## config.mk

```make
export PLATFORM = sky130hd
export DESIGN_NAME = csrUnit
export DESIGN_NICKNAME = d
export VERILOG_FILES = /design/src/rtl/csrPkg.sv /design/src/rtl/csrWriteArbiter.sv /design/src/rtl/csrFile.sv /design/src/rtl/csrControl.sv /design/src/rtl/csrTimer.sv /design/src/rtl/csrUnit.sv
export VERILOG_INCLUDE_DIRS = /design/src /design/src/rtl
export SDC_FILE = /design/constraint.sdc
export NUM_CORES = 1
export LEC_CHECK = 0
export BUFFER_PORTS_ARGS = -buffer_cell sky130_fd_sc_hd__buf_2
export CELL_PAD_IN_SITES_DETAIL_PLACEMENT = 1
export CELL_PAD_IN_SITES_GLOBAL_PLACEMENT = 1
export CORE_MARGIN = 2
export CORE_UTILIZATION = 48
export CTS_BUF_LIST = sky130_fd_sc_hd__clkbuf_4 sky130_fd_sc_hd__clkbuf_8 sky130_fd_sc_hd__clkbuf_16
export CTS_CLUSTER_DIAMETER = 30
export DETAILED_ROUTE_END_ITERATION = 12
export PLACE_DENSITY_LB_ADDON = 0.1
export SYNTH_ARGS = -nofsm -noshare
export SYNTH_HDL_FRONTEND = slang
export SYNTH_HIERARCHICAL = 1
export SYNTH_SLANG_ARGS = --single-unit
```

## constraint.sdc

```tcl
create_clock -name clk -period 6.6 [get_ports clk]
set_clock_uncertainty 0.1 [all_clocks]
set_input_delay 0.66 -clock clk [delete_from_list [all_inputs] [get_ports clk]]
set_output_delay 0.66 -clock clk [all_outputs]
set_load 0.01 [all_outputs]
```

## src/rtl/csr_settings.svh

```systemverilog
`ifndef CSR_SETTINGS_SVH
`define CSR_SETTINGS_SVH

// register numbers
`define CSR_CRMD    14'h0
`define CSR_PRMD    14'h1
`define CSR_ECFG    14'h4
`define CSR_ESTAT   14'h5
`define CSR_ERA     14'h6
`define CSR_EENTRY  14'hc
`define CSR_SAVE0   14'h30
`define CSR_SAVE1   14'h31
`define CSR_SAVE2   14'h32
`define CSR_SAVE3   14'h33
`define CSR_TID     14'h40
`define CSR_TCFG    14'h41
`define CSR_TVAL    14'h42
`define CSR_TICLR   14'h44

// timer counter width and its ESTAT bit
`define CSR_TIMER_BITS 16
`define CSR_TI_BIT     11

// exception codes
`define ECODE_INT   6'h0
`define ECODE_SYS   6'hb
`define ECODE_BRK   6'hc

`define ARB_PORTS   2

`endif

```

## src/rtl/csrPkg.sv

```systemverilog
`default_nettype none

package csrPkg;

    // operation from the pipeline
    typedef enum logic [2:0] {
        opNone,
        opRd,
        opWr,
        opXchg,
        opErtn,
        opIdle,
        opSyscall,
        opBrk
    } csrOp;

    // payload of the shared software write port
    typedef struct packed {
        logic        we;
        logic [13:0] num;
        logic [31:0] wdata;
        logic [31:0] wmask;
    } csrWrite;

    // hardware state update on exception entry or ertn
    typedef struct packed {
        logic        valid;
        logic        isErtn;
        logic [5:0]  ecode;
        logic [31:0] era;
    } csrTrap;

    // live register fields seen by control
    typedef struct packed {
        logic [8:0]  crmd;
        logic [2:0]  prmd;
        logic [12:0] ecfgLie;
        logic [12:0] estatIs;
        logic [31:0] era;
        logic [31:0] eentry;
    } csrStatus;

endpackage

`default_nettype wire

```

## src/rtl/csrWriteArbiter.sv

```systemverilog
`timescale 1ns/1ns
`default_nettype none
`include "csr_settings.svh"

module csrWriteArbiter (
    input  wire csrPkg::csrWrite [`ARB_PORTS-1:0] reqs,
    output csrPkg::csrWrite                       winner,
    output logic [`ARB_PORTS-1:0]                 grants
);

    // lowest index wins, so scan from the top down
    always_comb
    begin
        winner = '0;
        grants = '0;
        for (int i = `ARB_PORTS - 1; i >= 0; i--)
        begin
            if (reqs[i].we)
            begin
                winner    = reqs[i];
                grants    = '0;
                grants[i] = 1'b1;
            end
        end
    end

    // one owner per cycle, and a write goes out exactly when someone is granted
    always_comb
    begin
        assert ($onehot0(grants) && ((|grants) == winner.we));
    end

endmodule

`default_nettype wire

```

## src/rtl/csrFile.sv

```systemverilog
`timescale 1ns/1ns
`default_nettype none
`include "csr_settings.svh"

module csrFile (
    input  wire logic                       clk,
    input  wire logic                       rstn,
    input  wire csrPkg::csrWrite            wr,
    input  wire csrPkg::csrTrap             trap,
    input  wire logic [13:0]                rdNum,
    input  wire logic [`CSR_TIMER_BITS-1:0] tval,
    input  wire logic [7:0]                 hwInt,
    output logic [31:0]                     rdata,
    output csrPkg::csrStatus                status,
    output logic [31:0]                     tcfg,
    output logic                            ticlr,
    output logic                            tcfgWritten
);

    logic [8:0]                 crmd;
    logic [2:0]                 prmd;
    logic [12:0]                ecfgLie;
    logic [1:0]                 swInt;
    logic [7:0]                 hwSample;
    logic                       timerInt;
    logic [5:0]                 ecode;
    logic [31:0]                era;
    logic [31:6]                eentry;
    logic [31:0]                save0;
    logic [31:0]                save1;
    logic [31:0]                save2;
    logic [31:0]                save3;
    logic [31:0]                tid;
    logic [`CSR_TIMER_BITS-1:0] tcfgReg;
    logic [12:0]                estatIs;
    logic [31:0]                wset;
    logic [31:0]                wkeep;

    assign wset  = wr.wdata & wr.wmask;
    assign wkeep = ~wr.wmask;

    // bit 12 (IPI) and bit 10 are not implemented
    assign estatIs = {1'b0, timerInt, 1'b0, hwSample, swInt};
    assign tcfg    = {{(32 - `CSR_TIMER_BITS){1'b0}}, tcfgReg};
    assign ticlr   = wr.we && wr.num == `CSR_TICLR && wset[0];

    assign status = '{crmd: crmd, prmd: prmd, ecfgLie: ecfgLie, estatIs: estatIs,
                      era: era, eentry: {eentry, 6'b0}};

    always_comb
    begin
        case (rdNum)
            `CSR_CRMD:   rdata = {23'b0, crmd};
            `CSR_PRMD:   rdata = {29'b0, prmd};
            `CSR_ECFG:   rdata = {19'b0, ecfgLie};
            `CSR_ESTAT:  rdata = {10'b0, ecode, 3'b0, estatIs};
            `CSR_ERA:    rdata = era;
            `CSR_EENTRY: rdata = {eentry, 6'b0};
            `CSR_SAVE0:  rdata = save0;
            `CSR_SAVE1:  rdata = save1;
            `CSR_SAVE2:  rdata = save2;
            `CSR_SAVE3:  rdata = save3;
            `CSR_TID:    rdata = tid;
            `CSR_TCFG:   rdata = tcfg;
            `CSR_TVAL:   rdata = {{(32 - `CSR_TIMER_BITS){1'b0}}, tval};
            default:     rdata = 32'b0;
        endcase
    end

    always_ff @(posedge clk)
    begin
        if (!rstn)
        begin
            crmd        <= 9'h8;
            prmd        <= '0;
            ecfgLie     <= '0;
            swInt       <= '0;
            hwSample    <= '0;
            timerInt    <= 1'b0;
            ecode       <= '0;
            era         <= '0;
            eentry      <= '0;
            save0       <= '0;
            save1       <= '0;
            save2       <= '0;
            save3       <= '0;
            tid         <= '0;
            tcfgReg     <= '0;
            tcfgWritten <= 1'b0;
        end
        else
        begin
            hwSample    <= hwInt;
            tcfgWritten <= wr.we && wr.num == `CSR_TCFG;
            if (ticlr)
                timerInt <= 1'b0;
            if (wr.we)
            begin
                case (wr.num)
                    `CSR_CRMD:   crmd    <= (crmd & wkeep[8:0]) | wset[8:0];
                    `CSR_PRMD:   prmd    <= (prmd & wkeep[2:0]) | wset[2:0];
                    `CSR_ECFG:   ecfgLie <= ((ecfgLie & wkeep[12:0]) | wset[12:0]) & 13'h1bff;
                    `CSR_ESTAT:
                    begin
                        swInt <= (swInt & wkeep[1:0]) | wset[1:0];
                        // set-only path, only the timer drives this bit
                        if (wset[`CSR_TI_BIT])
                            timerInt <= 1'b1;
                    end
                    `CSR_ERA:    era     <= (era & wkeep) | wset;
                    `CSR_EENTRY: eentry  <= (eentry & wkeep[31:6]) | wset[31:6];
                    `CSR_SAVE0:  save0   <= (save0 & wkeep) | wset;
                    `CSR_SAVE1:  save1   <= (save1 & wkeep) | wset;
                    `CSR_SAVE2:  save2   <= (save2 & wkeep) | wset;
                    `CSR_SAVE3:  save3   <= (save3 & wkeep) | wset;
                    `CSR_TID:    tid     <= (tid & wkeep) | wset;
                    `CSR_TCFG:
                        tcfgReg <= (tcfgReg & wkeep[`CSR_TIMER_BITS-1:0])
                                   | wset[`CSR_TIMER_BITS-1:0];
                    default:     ;
                endcase
            end
            if (trap.valid)
            begin
                if (trap.isErtn)
                    crmd[2:0] <= prmd;
                else
                begin
                    // save PLV and IE, then drop to PLV0 with interrupts off
                    prmd      <= crmd[2:0];
                    crmd[2:0] <= 3'b0;
                    era       <= trap.era;
                    ecode     <= trap.ecode;
                end
            end
        end
    end

    // control never writes in a trap cycle, only the timer set can coincide
    assert property (@(posedge clk) disable iff (!rstn)
        trap.valid && wr.we |-> wr.num == `CSR_ESTAT && wr.wmask == (32'b1 << `CSR_TI_BIT));

endmodule

`default_nettype wire

```

## src/rtl/csrControl.sv

```systemverilog
`timescale 1ns/1ns
`default_nettype none
`include "csr_settings.svh"

module csrControl (
    input  wire logic             clk,
    input  wire logic             rstn,
    input  wire logic             valid,
    input  wire csrPkg::csrOp     op,
    input  wire logic [13:0]      csrNum,
    input  wire logic [31:0]      wdata,
    input  wire logic [31:0]      wmask,
    input  wire logic [31:0]      pc,
    input  wire logic             stall,
    input  wire logic             flushIn,
    input  wire csrPkg::csrStatus status,
    output csrPkg::csrWrite       wr,
    output csrPkg::csrTrap        trap,
    output logic                  flush,
    output logic [31:0]           outPc,
    output logic                  clkStall
);

    logic accept;
    logic intPending;
    logic takeInt;

    assign accept     = valid && !stall && !flushIn && !clkStall;
    // enabled pending lines, used for both interrupt take and idle wake
    assign intPending = |(status.estatIs & status.ecfgLie);
    assign takeInt    = accept && status.crmd[2] && intPending;

    always_comb
    begin
        wr    = '0;
        trap  = '0;
        outPc = status.eentry;
        if (takeInt)
        begin
            trap.valid = 1'b1;
            trap.ecode = `ECODE_INT;
            trap.era   = pc;
        end
        else if (accept)
        begin
            case (op)
                csrPkg::opWr,
                csrPkg::opXchg:
                begin
                    wr.we    = 1'b1;
                    wr.num   = csrNum;
                    wr.wdata = wdata;
                    wr.wmask = (op == csrPkg::opXchg) ? wmask : 32'hffff_ffff;
                    // timer interrupt bit belongs to the timer
                    if (csrNum == `CSR_ESTAT)
                        wr.wmask[`CSR_TI_BIT] = 1'b0;
                end
                csrPkg::opSyscall:
                begin
                    trap.valid = 1'b1;
                    trap.ecode = `ECODE_SYS;
                    trap.era   = pc;
                end
                csrPkg::opBrk:
                begin
                    trap.valid = 1'b1;
                    trap.ecode = `ECODE_BRK;
                    trap.era   = pc;
                end
                csrPkg::opErtn:
                begin
                    trap.valid  = 1'b1;
                    trap.isErtn = 1'b1;
                    outPc       = status.era;
                end
                default: ;
            endcase
        end
        flush = trap.valid;
    end

    // core clock gate for idle
    always_ff @(posedge clk)
    begin
        if (!rstn)
            clkStall <= 1'b0;
        else if (clkStall)
        begin
            if (intPending)
                clkStall <= 1'b0;
        end
        else if (accept && !takeInt && op == csrPkg::opIdle)
            clkStall <= 1'b1;
    end

    assert property (@(posedge clk) disable iff (!rstn) clkStall |-> !flush);

endmodule

`default_nettype wire

```

## src/rtl/csrTimer.sv

```systemverilog
`timescale 1ns/1ns
`default_nettype none
`include "csr_settings.svh"

module csrTimer (
    input  wire logic                  clk,
    input  wire logic                  rstn,
    input  wire logic [31:0]           tcfg,
    input  wire logic                  tcfgWritten,
    input  wire logic                  grant,
    output csrPkg::csrWrite            req,
    output logic [`CSR_TIMER_BITS-1:0] tval
);

    logic [`CSR_TIMER_BITS-1:0] loadVal;
    logic                       stopped;
    logic                       pending;
    logic                       running;

    // tcfg bit 0 En, bit 1 Periodic, upper bits InitVal
    assign loadVal = {tcfg[`CSR_TIMER_BITS-1:2], 2'b00};
    assign running = tcfg[0] && !stopped && !tcfgWritten;

    assign req = '{we: pending, num: `CSR_ESTAT,
                   wdata: 32'b1 << `CSR_TI_BIT, wmask: 32'b1 << `CSR_TI_BIT};

    always_ff @(posedge clk)
    begin
        if (!rstn)
        begin
            tval    <= '0;
            stopped <= 1'b0;
            pending <= 1'b0;
        end
        else
        begin
            if (tcfgWritten)
            begin
                tval    <= loadVal;
                stopped <= 1'b0;
            end
            else if (running)
            begin
                if (tval == '0)
                begin
                    if (tcfg[1])
                        tval <= loadVal;
                    else
                        stopped <= 1'b1;
                end
                else
                    tval <= tval - 1'b1;
            end
            // a new zero while waiting keeps the request up
            if (running && tval == '0)
                pending <= 1'b1;
            else if (grant)
                pending <= 1'b0;
        end
    end

    assert property (@(posedge clk) disable iff (!rstn) req.we && !grant |=> req.we);

endmodule

`default_nettype wire

```

## src/rtl/csrUnit.sv

```systemverilog
`timescale 1ns/1ns
`default_nettype none
`include "csr_settings.svh"

module csrUnit (
    input  wire logic         clk,
    input  wire logic         rstn,
    input  wire logic         valid,
    input  wire csrPkg::csrOp op,
    input  wire logic [13:0]  csrNum,
    input  wire logic [31:0]  wdata,
    input  wire logic [31:0]  wmask,
    input  wire logic [31:0]  pc,
    input  wire logic         stall,
    input  wire logic         flushIn,
    input  wire logic [7:0]   hwInt,
    output logic [31:0]       rdata,
    output logic              flush,
    output logic [31:0]       outPc,
    output logic              clkStall,
    output logic              busy
);

    csrPkg::csrWrite                  ctrlWr;
    csrPkg::csrWrite                  timerReq;
    csrPkg::csrWrite                  winner;
    csrPkg::csrWrite [`ARB_PORTS-1:0] reqs;
    csrPkg::csrTrap                   trap;
    csrPkg::csrStatus                 status;
    logic [`ARB_PORTS-1:0]            grants;
    logic                             timerGrant;
    logic [31:0]                      tcfg;
    logic                             tcfgWritten;
    logic [`CSR_TIMER_BITS-1:0]       tval;

    // port 0 is the instruction side
    assign reqs       = {timerReq, ctrlWr};
    assign timerGrant = grants[1];
    assign busy       = clkStall;

    csrControl control0 (
        .clk(clk), .rstn(rstn), .valid(valid), .op(op), .csrNum(csrNum),
        .wdata(wdata), .wmask(wmask), .pc(pc), .stall(stall), .flushIn(flushIn),
        .status(status), .wr(ctrlWr), .trap(trap), .flush(flush), .outPc(outPc),
        .clkStall(clkStall)
    );

    csrTimer timer0 (
        .clk(clk), .rstn(rstn), .tcfg(tcfg), .tcfgWritten(tcfgWritten),
        .grant(timerGrant), .req(timerReq), .tval(tval)
    );

    csrWriteArbiter arbiter0 (
        .reqs(reqs), .winner(winner), .grants(grants)
    );

    csrFile file0 (
        .clk(clk), .rstn(rstn), .wr(winner), .trap(trap), .rdNum(csrNum),
        .tval(tval), .hwInt(hwInt), .rdata(rdata), .status(status), .tcfg(tcfg),
        .ticlr(), .tcfgWritten(tcfgWritten)
    );

endmodule

`default_nettype wire

```

==> impl_metrics.tcl <==
set metrics [dict create \
    grt_util_met3_pct 6.60 \
    vdd_drop_max_v 0.000176 \
    routed_wl_um 71300 \
    hold_class "in -> reg" \
    use_met2_pct 63.5 \
    die_w_um 196 \
    drv_slew 0 \
    worstRegToRegCells 12 \
    die-area_mm2 0.0384 \
    whs_path_depth 2 \
    yosysWarnings 6 \
    cp-startpoint "file0/hwSample[3]" \
    grt.total_usage_pct 36.7 \
    clkLatencyLatePin_ns 0.59 \
    multi_input_area_mm2 0.0106 \
    crit_buf_inv 1 \
    postCtsSetupBuffers 0 \
    critPathMaxFanout 92 \
    setup_violations 0 \
    core_mm2 0.0364 \
    crit_slowest_cell "nor3_4" \
    clockRootBuffer "clkbuf_16" \
    cts_buffers 78 \
    ctsResizeCount 0 \
    drive_above_1_share_pct 19.0 \
    dp_hpwl_um 45300 \
    critPathKind "reg -> reg" \
    grt_max_degree 164 \
    drv_cap 0 \
    finalHoldViolCount 0 \
    whs_ns 0.202 \
    cp.required_ns 6.95 \
    ant_nets 0 \
    vias_per_cell 6.22 \
    gr-max-usage-layer "met2" \
    clk_path_buf_depth 3 \
    area_growth_pct 19.7 \
    overflow 0 \
    wl_per_cell_um 25.1 \
    path_delay_family "simple AND/OR/NAND/NOR gates" \
    p_leak_nw 9.28 \
    power.density_mw_per_mm2 280 \
    met1_usage_pct 44.0 \
    antenna_found_initial 2 \
    slew_headroom_pct 14.9 \
    dr.pass1.iters 6 \
    cts.clk_slew.worst_paths_ns 0.04 \
    r2r-start "file0/hwSample[3]" \
    final.period_utilization_pct 84.5 \
    grt_first_pass_wirelength_um 109000 \
    clock-sinks 295 \
    cts_tree "built" \
    place_ws_ns 1.33 \
    routabilityCongestion 0.891 \
    crit_arrival_ns 5.92 \
    end_kind "flip-flop" \
    ios 193 \
    cp_slowest_stage_delay_ns 1.00 \
    start_kind "flip-flop" \
    worstMarginPinSlew_ns 1.28 \
    ff_latch_area_mm2 0.00591 \
    post-route-worst-setup-slack_ns 1.03 \
    final_nets 2439 \
    fin_crit_ns 5.57 \
    path_cells "a222oi_1 -> nand3_1 -> o21ai_2 -> nor4b_4 -> buf_4 -> and2_1 -> a22o_1 -> nand2_1 -> nor3_4 -> and2b_1 -> nand2_1 -> mux2i_1" \
    fmax_mhz 179 \
    rsz0062_at_grt "false" \
    initialDrtViolationCount 1464 \
    cp_common_cell "nand2_1" \
    tns_ns 0 \
    cts_hold_buffers 0 \
    start_util_pct 48.6 \
    status "completed" \
    syn_inst 2192 \
    antennaDiodeCount 0 \
    crit_cells 12 \
    drcViolationCount 0 \
    io_buffers 192 \
    die_h_um 196 \
    finalPower_mw 5.94 \
    hold_start "hwInt[2]" \
    num_vias 17700 \
    avgSynthCellArea_um2 8.08 \
    syn_area_mm2 0.0177 \
    rows 70 \
    grt_pass1_vias 18500 \
    utilization_pct 58.2 \
    fillers 4378 \
    h-tree-depth 3 \
]
[routing by layer]
metal | share of wire (%) | up-vias
met4 | 4.5 | 4
met3 | 7.4 | 211
met2 | 48 | 780
met5 | 0.035 | -
li1 | - | 7831
met1 | 40 | 8826
[worst register-to-register path, delay by kind of cell (launching register included)]
kind / cells / cell delay, ns
flip-flops: 1 / 0.31
multiplexers: 1 / 0.16
AO/OA/AOI/OAI: 3 / 1.20
buffers and inverters: 1 / 0.71
AND/OR/NAND/NOR: 7 / 2.96
[power by group]
part / internal, mW / total (mW) / switching (mW)
Sequential: 1.80 / 1.81 / 0.00920
Combinational: 0.0626 / 0.191 / 0.128
Clock: 2.80 / 3.94 / 1.14
Total: 4.66 / 5.94 / 1.27
[path summary, 6_finish.rpt]
path,to,slack (ns)
max,flip-flop,1.03
min,file0/hwSample[2],0.20
max reg2reg,flip-flop,1.03
min reg2reg,flip-flop,0.36
[through the flow]
stage                     std cells  instance area [µm²]
after CTS                      2836                21200
after detailed placement       2699                18500
after floorplan                2277                18000
after global placement         2699                18500
after global routing           2836                21200
final                          2836                21200
[placed cells by master (no fill, tap or decap), types with 6 or more instances in the layout]
master / instances
a21boi_0: 41
a21oi_1: 56
a222oi_1: 41
a22o_1: 84
a22oi_1: 39
and2_1: 93
buf_2: 191
buf_4: 34
bufinv_16: 9
clkbuf_16: 81
clkbuf_4: 10
clkbuf_8: 19
clkinv_2: 15
conb_1: 89
dfxtp_1: 295
inv_1: 39
mux2_2: 37
mux2i_1: 242
nand2_1: 489
nand2_2: 10
nand3_1: 115
nand4_1: 6
nor2_1: 51
nor2b_1: 9
nor3_1: 7
nor4_1: 6
o2111ai_1: 9
o21a_1: 31
o21ai_0: 84
or4_1: 6
[final cells by class]
class                      count  area share, %
multi-input combinational   1670           49.9
sequential                   295           27.9
clock buffer                 110           11.2
timing repair buffer         227           5.88
tap                          468           2.76
clock inverter                27           1.74
inverter                      39          0.691
(Power assumes the default switching activity.)
